### src/hdl/ifetch_pkg.sv
// Shared definitions for the instruction fetch front end.
// Opcode encoding, line geometry and the instruction length rule,
// used by the RTL and by the testbench.
`default_nettype none

package ifetch_pkg;

   // Opcode sits in the top two bits of the first instruction byte
   typedef enum logic [1:0] {
      OP_NOP = 2'd0,
      OP_ALU = 2'd1,
      OP_IMM = 2'd2,
      OP_JMP = 2'd3
   } opcode_e;

   localparam int LINE_BYTES = 16;
   localparam int LINE_W     = LINE_BYTES * 8;

   // Valid byte count, 0 to 64
   localparam int CNT_W = 7;

   function automatic logic [3:0] insn_length(opcode_e op);
      case (op)
         OP_ALU:  return 4'd2;
         OP_IMM:  return 4'd5;
         OP_JMP:  return 4'd3;
         default: return 4'd1;
      endcase
   endfunction

endpackage

`default_nettype wire

### src/hdl/byte_rotator.sv
// Byte rotator for the instruction window.
// Rotates two adjacent lines right by a byte count and returns the low line,
// so a window may start anywhere in the first line.
`timescale 1ns/1ps
`default_nettype none

module byte_rotator import ifetch_pkg::*; (
   input  logic [2*LINE_W-1:0] data_i,
   input  logic [3:0]          shift_i,
   output logic [LINE_W-1:0]   data_o
);

   always_comb begin
      logic [4:0] src;
      for (int b = 0; b < LINE_BYTES; b++) begin
         // Source byte index wraps within the 32 input bytes
         src = 5'(b) + 5'(shift_i);
         data_o[8*b +: 8] = data_i[8*src +: 8];
      end
   end

endmodule

`default_nettype wire

### src/hdl/line_fetcher.sv
// Line fetcher: reads 16-byte lines from instruction memory, one at a time,
// and holds the returned line until the queue takes it.
// A redirect restarts fetching and throws away a response still in flight.
`timescale 1ns/1ps
`default_nettype none

module line_fetcher import ifetch_pkg::*; #(
   parameter int ADDR_W = 16
) (
   input  logic              clk,
   input  logic              rst_i,
   input  logic              redirect_i,
   input  logic [ADDR_W-1:0] redirect_addr_i,
   output logic              mem_req_o,
   output logic [ADDR_W-5:0] mem_addr_o,
   input  logic              mem_valid_i,
   input  logic [LINE_W-1:0] mem_data_i,
   output logic              line_valid_o,
   output logic [LINE_W-1:0] line_data_o,
   input  logic              line_ready_i
);

   logic [ADDR_W-5:0] next_line_q;
   logic              pending_q;
   logic              discard_q;
   logic              buf_valid_q;
   logic [LINE_W-1:0] buf_data_q;
   logic              issue;

   // Idle with an empty buffer, and not being redirected
   assign issue = !pending_q && !buf_valid_q && !redirect_i;

   assign line_valid_o = buf_valid_q;
   assign line_data_o  = buf_data_q;

   always_ff @(posedge clk) begin
      if (rst_i) begin
         mem_req_o   <= 1'b0;
         pending_q   <= 1'b0;
         discard_q   <= 1'b0;
         buf_valid_q <= 1'b0;
         next_line_q <= '0;
      end else begin
         mem_req_o <= issue;
         if (redirect_i) begin
            next_line_q <= redirect_addr_i[ADDR_W-1:4];
            // A response arriving right now is stale as well
            pending_q   <= pending_q && !mem_valid_i;
            discard_q   <= pending_q && !mem_valid_i;
            buf_valid_q <= 1'b0;
         end else begin
            if (issue) begin
               pending_q   <= 1'b1;
               next_line_q <= next_line_q + 1'b1;
            end
            if (mem_valid_i && pending_q) begin
               pending_q <= 1'b0;
               discard_q <= 1'b0;
               if (!discard_q)
                  buf_valid_q <= 1'b1;
            end else if (buf_valid_q && line_ready_i) begin
               buf_valid_q <= 1'b0;
            end
         end
      end
   end

   always_ff @(posedge clk) begin
      if (issue)
         mem_addr_o <= next_line_q;
      if (mem_valid_i && pending_q)
         buf_data_q <= mem_data_i;
   end

endmodule

`default_nettype wire

### src/hdl/instruction_queue.sv
// Instruction queue: a ring of fetched lines with a byte-granular head.
// Presents the 16 bytes starting at the head together with the number of
// valid bytes, and advances by the count the decoder reports.
// A flush empties the ring and loads the head byte offset.
`timescale 1ns/1ps
`default_nettype none

module instruction_queue import ifetch_pkg::*; #(
   parameter int QDEPTH_LOG2 = 2
) (
   input  logic              clk,
   input  logic              rst_i,
   input  logic              line_valid_i,
   input  logic [LINE_W-1:0] line_data_i,
   output logic              line_ready_o,
   input  logic              flush_i,
   input  logic [3:0]        load_offset_i,
   input  logic [3:0]        bytes_read_i,
   output logic [LINE_W-1:0] window_o,
   output logic [CNT_W-1:0]  valid_bytes_o
);

   localparam int DEPTH   = 2**QDEPTH_LOG2;
   localparam int HEAD_W  = QDEPTH_LOG2 + 4;
   localparam int FILL_W  = QDEPTH_LOG2 + 5;
   localparam int MAX_CNT = 2**CNT_W - 1;

   logic [LINE_W-1:0]      entry_q [DEPTH];
   logic [DEPTH-1:0]       entry_valid_q;
   logic [QDEPTH_LOG2-1:0] tail_q;
   logic [HEAD_W-1:0]      head_q;
   logic [HEAD_W-1:0]      head_next;
   logic [QDEPTH_LOG2-1:0] head_idx;
   logic [QDEPTH_LOG2-1:0] next_idx;
   logic                   in_accept;
   logic                   crossing;
   logic [QDEPTH_LOG2:0]   num_valid;
   logic [FILL_W-1:0]      fill_bytes;

   // Ready while any entry is free
   assign line_ready_o = ~&entry_valid_q;
   assign in_accept    = line_valid_i && line_ready_o;

   // Upper head bits pick the entry, low four bits the byte in it
   assign head_idx  = head_q[HEAD_W-1:4];
   assign next_idx  = head_idx + 1'b1;
   assign head_next = head_q + HEAD_W'(bytes_read_i);

   // Head leaves its entry, which is then free
   assign crossing = (bytes_read_i != 4'd0) && (head_next[HEAD_W-1:4] != head_idx);

   always_comb begin
      num_valid = '0;
      for (int i = 0; i < DEPTH; i++)
         num_valid = num_valid + entry_valid_q[i];
   end

   // Empty after a load with a nonzero offset must not go negative
   assign fill_bytes = (num_valid == '0) ? '0 :
                       {num_valid, 4'b0000} - FILL_W'(head_q[3:0]);

   assign valid_bytes_o = (int'(fill_bytes) > MAX_CNT) ? CNT_W'(MAX_CNT) :
                          CNT_W'(fill_bytes);

   always_ff @(posedge clk) begin
      if (rst_i) begin
         tail_q        <= '0;
         head_q        <= '0;
         entry_valid_q <= '0;
      end else if (flush_i) begin
         tail_q        <= '0;
         head_q        <= HEAD_W'(load_offset_i);
         entry_valid_q <= '0;
      end else begin
         if (in_accept) begin
            tail_q                <= tail_q + 1'b1;
            entry_valid_q[tail_q] <= 1'b1;
         end
         if (crossing)
            entry_valid_q[head_idx] <= 1'b0;
         if (bytes_read_i != 4'd0)
            head_q <= head_next;
      end
   end

   always_ff @(posedge clk) begin
      if (in_accept)
         entry_q[tail_q] <= line_data_i;
   end

   // Head entry and its successor feed the rotator
   byte_rotator rot0 (
      .data_i  ({entry_q[next_idx], entry_q[head_idx]}),
      .shift_i (head_q[3:0]),
      .data_o  (window_o)
   );

endmodule

`default_nettype wire

### src/hdl/length_decoder.sv
// Length decoder: takes one whole instruction per cycle off the window.
// Registers the instruction with its PC and length for the output port,
// and turns a JMP into a redirect of the fetcher and the queue.
`timescale 1ns/1ps
`default_nettype none

module length_decoder import ifetch_pkg::*; #(
   parameter int ADDR_W = 16
) (
   input  logic              clk,
   input  logic              rst_i,
   input  logic [LINE_W-1:0] window_i,
   input  logic [CNT_W-1:0]  valid_bytes_i,
   output logic [3:0]        bytes_read_o,
   output logic              redirect_o,
   output logic [ADDR_W-1:0] redirect_addr_o,
   output logic              insn_valid_o,
   input  logic              insn_ready_i,
   output logic [ADDR_W-1:0] insn_pc_o,
   output logic [3:0]        insn_len_o,
   output logic [LINE_W-1:0] insn_bytes_o
);

   opcode_e           op;
   logic [3:0]        len;
   logic [ADDR_W-1:0] pc_q;
   logic [ADDR_W-1:0] target;
   logic              out_free;
   logic              take;
   logic              is_jmp;

   assign op     = opcode_e'(window_i[7:6]);
   assign len    = insn_length(op);
   assign is_jmp = (op == OP_JMP);

   // Absolute target, low byte first
   assign target = ADDR_W'({window_i[23:16], window_i[15:8]});

   assign out_free = !insn_valid_o || insn_ready_i;

   // Empty window checked first, its first byte may not be known yet.
   // The cycle of a redirect still sees the old path, so nothing is taken
   assign take = (valid_bytes_i != '0) && (valid_bytes_i >= CNT_W'(len)) &&
                 out_free && !redirect_o;

   assign bytes_read_o = take ? len : 4'd0;

   always_ff @(posedge clk) begin
      if (rst_i) begin
         insn_valid_o <= 1'b0;
         redirect_o   <= 1'b0;
         pc_q         <= '0;
      end else begin
         redirect_o <= take && is_jmp;
         if (take) begin
            insn_valid_o <= 1'b1;
            pc_q         <= is_jmp ? target : pc_q + ADDR_W'(len);
         end else if (insn_ready_i) begin
            insn_valid_o <= 1'b0;
         end
      end
   end

   always_ff @(posedge clk) begin
      if (take) begin
         insn_pc_o       <= pc_q;
         insn_len_o      <= len;
         insn_bytes_o    <= window_i;
         redirect_addr_o <= target;
      end
   end

endmodule

`default_nettype wire

### src/hdl/ifetch_top.sv
// Top level of the instruction fetch front end.
// Connects the line fetcher, the instruction queue and the length decoder;
// a decoder redirect flushes the queue and restarts the fetcher.
`timescale 1ns/1ps
`default_nettype none

module ifetch_top import ifetch_pkg::*; #(
   parameter int ADDR_W      = 16,
   parameter int QDEPTH_LOG2 = 2
) (
   input  logic              clk,
   input  logic              rst_i,
   output logic              mem_req_o,
   output logic [ADDR_W-5:0] mem_addr_o,
   input  logic              mem_valid_i,
   input  logic [LINE_W-1:0] mem_data_i,
   output logic              insn_valid_o,
   input  logic              insn_ready_i,
   output logic [ADDR_W-1:0] insn_pc_o,
   output logic [3:0]        insn_len_o,
   output logic [LINE_W-1:0] insn_bytes_o
);

   logic              line_valid;
   logic [LINE_W-1:0] line_data;
   logic              line_ready;
   logic [LINE_W-1:0] window;
   logic [CNT_W-1:0]  valid_bytes;
   logic [3:0]        bytes_read;
   logic              redirect;
   logic [ADDR_W-1:0] redirect_addr;

   line_fetcher #(
      .ADDR_W (ADDR_W)
   ) fetch0 (
      .clk             (clk),
      .rst_i           (rst_i),
      .redirect_i      (redirect),
      .redirect_addr_i (redirect_addr),
      .mem_req_o       (mem_req_o),
      .mem_addr_o      (mem_addr_o),
      .mem_valid_i     (mem_valid_i),
      .mem_data_i      (mem_data_i),
      .line_valid_o    (line_valid),
      .line_data_o     (line_data),
      .line_ready_i    (line_ready)
   );

   // Redirect is both the flush and the load of the queue
   instruction_queue #(
      .QDEPTH_LOG2 (QDEPTH_LOG2)
   ) queue0 (
      .clk           (clk),
      .rst_i         (rst_i),
      .line_valid_i  (line_valid),
      .line_data_i   (line_data),
      .line_ready_o  (line_ready),
      .flush_i       (redirect),
      .load_offset_i (redirect_addr[3:0]),
      .bytes_read_i  (bytes_read),
      .window_o      (window),
      .valid_bytes_o (valid_bytes)
   );

   length_decoder #(
      .ADDR_W (ADDR_W)
   ) decode0 (
      .clk             (clk),
      .rst_i           (rst_i),
      .window_i        (window),
      .valid_bytes_i   (valid_bytes),
      .bytes_read_o    (bytes_read),
      .redirect_o      (redirect),
      .redirect_addr_o (redirect_addr),
      .insn_valid_o    (insn_valid_o),
      .insn_ready_i    (insn_ready_i),
      .insn_pc_o       (insn_pc_o),
      .insn_len_o      (insn_len_o),
      .insn_bytes_o    (insn_bytes_o)
   );

endmodule

`default_nettype wire

### config.mk
export PLATFORM = sky130hd
export DESIGN_NAME = ifetch_top
export DESIGN_NICKNAME = d
export VERILOG_FILES = /design/src/hdl/ifetch_pkg.sv /design/src/hdl/byte_rotator.sv /design/src/hdl/line_fetcher.sv /design/src/hdl/instruction_queue.sv /design/src/hdl/length_decoder.sv /design/src/hdl/ifetch_top.sv
export SDC_FILE = /design/constraint.sdc
export NUM_CORES = 2
export LEC_CHECK = 0
export ABC_AREA = 1
export BUFFER_PORTS_ARGS = -buffer_cell sky130_fd_sc_hd__buf_2
export CORE_MARGIN = 4
export CORE_UTILIZATION = 60
export DETAILED_ROUTE_END_ITERATION = 6
export PLACE_DENSITY_LB_ADDON = 0.12
export SYNTH_ARGS = -nofsm -noshare
export SYNTH_HDL_FRONTEND = slang
export SYNTH_SLANG_ARGS = --single-unit
### constraint.sdc
create_clock -name clk -period 8.25 [get_ports clk]
set_input_delay 1.65 -clock clk [delete_from_list [all_inputs] [get_ports clk]]
set_output_delay 1.65 -clock clk [all_outputs]
set_load 0.03 [all_outputs]
==> reports/results.tsv <==
stage	metric	value	unit
sta	slew_headroom	0.198	
detailed_routing	drcViolationCount	5	
detailed_routing	first_iter_violations	6327	
die	rows	98	
grt	met2_usage	0.542	
run_status	violations	DRC	
grt	grt_pass1_vias	34100	
final_layout	drive_gt1_frac	0.0983	
critical_path	critPathLaunchType	flip-flop	
synth	ys_types	50	
sta	setup_tns	0	ps
run_status	status	finished, violations left	
grt	grt_max_degree	164	
clock_tree	clk_pin_slew	60	ps
critical_path	crit_buf_inv	4	
pwr	vdd_drop_max	0.000250	V
detailed_routing	first_pass_iters	7	
detailed_routing	viasPerCell	6.29	
clock_tree	cts_hold_buf	0	
min_path	hp-class	reg -> reg	
final_layout	fillers	5709	
sta	setup_viol	0	
placement	gp_congestion	1.03	
sta	fmax	0.155	GHz
grt	grt_util_met3	0.105	
grt	gr-total-overflow	0	
synth	synthTopCellsByArea	edfxtp_1, nand2_1, nand3_1, o21ai_0, dfxtp_1	
critical_path	crit_family	simple AND/OR/NAND/NOR gates	
synth	yosysSeqAreaShare	0.575	
final_layout	nNetsFinal	5160	
sta	final-max-slew-violation-count	0	
synth	synthFlopType	edfxtp_1	
synth	synth-seq-cells	847	
critical_path	cp_max_fo	70	
synth	synth_fp_nets	5087	
synth	ys_warn_count	0	
final_layout	area_growth_syn_to_layout	9.99	%
synth	synth.avg_cell_area	8.81	µm²
pwr	leakagePower	18.8	nW
die	die_h	277	µm
min_path	min-delay-start	fetch0.next_line_q[4]	
final_layout	register_area	0.0250	mm²
die	start_util	0.606	
sta	grt_setup_unrepaired	no	
critical_path	cpMaxStageDelayCell	dfxtp_4	
clock_tree	clk_root_buffer_cell	clkbuf_16	
placement	io_buffers	292	
pwr	finalPower	9.06	mW
clock_tree	clockBufferDepth	3	
grt	grt-busiest-layer	met2	
clock_tree	cts_tree	built	
sta	post-route-min-period	6460	ps
clock_tree	cts_setup_buffers	0	
pwr	p_per_area	190	mW/mm²
detailed_routing	avgRoutedWirePerCell	24.3	µm
synth	synth_top_area_share	0.552	
clock_tree	cts_buffers	88	
critical_path	required	8820	ps
critical_path	max_stage_delay	960	ps
grt	grt.total_usage	0.371	
sta	hold_viol	0	
clock_tree	cts.sinks	847	
sta	tightest_slew	1190	ps
sta	fin_crit_sh	0.782	
detailed_routing	drtAntennaViolNets	0	
grt	antenna_found_initial	16	
synth	synth_top_area_cell	edfxtp_1	
detailed_routing	via_count	37900	
clock_tree	post_cts_resized	0	
die	die_x	277	µm
synth	async_flop_share	0	
sta	timing.hold.ws	434	ps
detailed_routing	totalWireLength	146000	µm
flow_run	drv_cap	0	
critical_path	path_class	reg -> reg	
die	coreArea	0.0716	mm²
critical_path	cpMostUsedCell	nand2_1	
clock_tree	h-tree-depth	3	
die	dieArea	0.0768	mm²
synth	syn_area	0.0434	mm²
sta	finalClockSkew	32.2	ps
die	io_pins	294	
synth	synth_cells	4931	
final_layout	multi_input_area	0.0163	mm²
clock_tree	clk_latency	650	ps
placement	dp_hpwl	99300	µm
grt	grt_pass1_wl	216000	µm
critical_path	worst_setup_path_end_kind	flip-flop	
critical_path	arrival	7020	ps
grt	grtUsageMet1	0.506	
synth	synth_edf_count	799	
==> power breakdown <==
group	switching, mW	internal (mW)
clock	1.68	2.32
combinational	0.171	0.0640
sequential	0.0628	4.77
total	1.91	7.15
==> cell type report <==
type / count / share of cell area
inverter: 125 / 0.0107
timing repair buffer: 335 / 0.0394
multi-input combinational: 3607 / 0.341
antenna: 1 / 0.0000524
tap: 950 / 0.0249
sequential: 847 / 0.523
clock inverter: 64 / 0.0140
clock buffer: 98 / 0.0469
==> Yosys cell counts (12+ instances only) <==
| cell | number |
|---|---|
| buf_1 | 52 |
| nand3_1 | 929 |
| ha_1 | 21 |
| o22ai_1 | 28 |
| o211ai_1 | 21 |
| buf_6 | 13 |
| o21a_1 | 13 |
| nor2_1 | 166 |
| xor2_1 | 15 |
| o21ai_0 | 281 |
| buf_4 | 41 |
| buf_2 | 147 |
| dfxtp_1 | 48 |
| edfxtp_1 | 799 |
| clkbuf_1 | 99 |
| nor3_1 | 13 |
| inv_1 | 116 |
| o21ai_1 | 12 |
| o22a_1 | 16 |
| a21oi_1 | 96 |
| a31oi_1 | 78 |
| nand2_1 | 1861 |
==> per-layer routing <==
layer  wire length (µm)  vias up
met1              54400    17700
met5                 56        -
li1                   -    17200
met3              20200      428
met2              62100     2620
met4               9550        8
==> flip-flops by register name, summed over array words and instances, names as in the netlist, named ones only <==
| signal | count |
|---|---|
| queue0.entry_q | 512 |
| fetch0.line_data_o | 128 |
| decode0.insn_bytes_o | 113 |
| decode0.insn_pc_o | 16 |
| decode0.pc_q | 16 |
| decode0.redirect_addr_o | 15 |
| fetch0.mem_addr_o | 12 |
| fetch0.next_line_q | 12 |
| queue0.head_q | 6 |
| queue0.entry_valid_q | 4 |
| decode0.insn_len_o | 3 |
| queue0.tail_q | 2 |
| decode0.insn_valid_o | 1 |
| decode0.redirect_o | 1 |
| fetch0.discard_q | 1 |
| fetch0.line_valid_o | 1 |
| fetch0.mem_req_o | 1 |
| fetch0.pending_q | 1 |
==> worst paths after layout <==
path | end | slack [ps] | cells past startpoint
worst min register to register | fetch0.mem_addr_o[4] | 430 | 0
worst min-delay path | fetch0.mem_addr_o[4] | 430 | 0
worst max register to register | queue0.entry_valid_q[3] | 1790 | 26
worst max-delay path | queue0.entry_valid_q[3] | 1790 | 26
==> cells by family after synthesis <==
kind of cell | count (synthesis) | synth area share
XOR/XNOR | 18 | 0.00363
buffers and inverters | 477 | 0.0513
flip-flops | 847 | 0.575
other | 1 | 0.0000863
AO/OA/AOI/OAI | 580 | 0.0762
AND/OR/NAND/NOR | 2977 | 0.285
multiplexers | 7 | 0.00161
adder cells (fa/ha/maj) | 24 | 0.00743
==> through the flow <==
stage | util | setup WS [ps] | area, µm² | instances
global route | 0.667 | 1300 | 47800 | 6026
detailed placement | 0.626 | 2080 | 44900 | 5864
floorplan | - | 1530 | 43400 | 4931
finish | 0.667 | 1790 | 47800 | 6027
CTS | 0.667 | 2020 | 47800 | 6026
global placement | 0.626 | 2090 | 44900 | 5864
==> cells in the final DEF, fill, tap and decap left out, drive strengths merged, types with 2 or more instances in the layout <==
cell,n
clkinv,33
o22ai,28
a22o,5
buf,335
bufinv,11
a221oi,4
a22oi,3
clkinvlp,12
nor2,167
xor2,15
a2bb2oi,2
inv,133
xnor2,3
nor3,13
a311oi,3
fa,3
nand3,929
o31ai,2
o21ai,293
a32o,5
clkbuf,98
ha,21
edfxtp,799
o22a,16
dfxtp,48
a31oi,78
nand2,1864
o32ai,3
a2111oi,2
a21oi,96
o221ai,2
o21a,13
mux2i,7
o211ai,21
(Power assumes the default switching activity.)
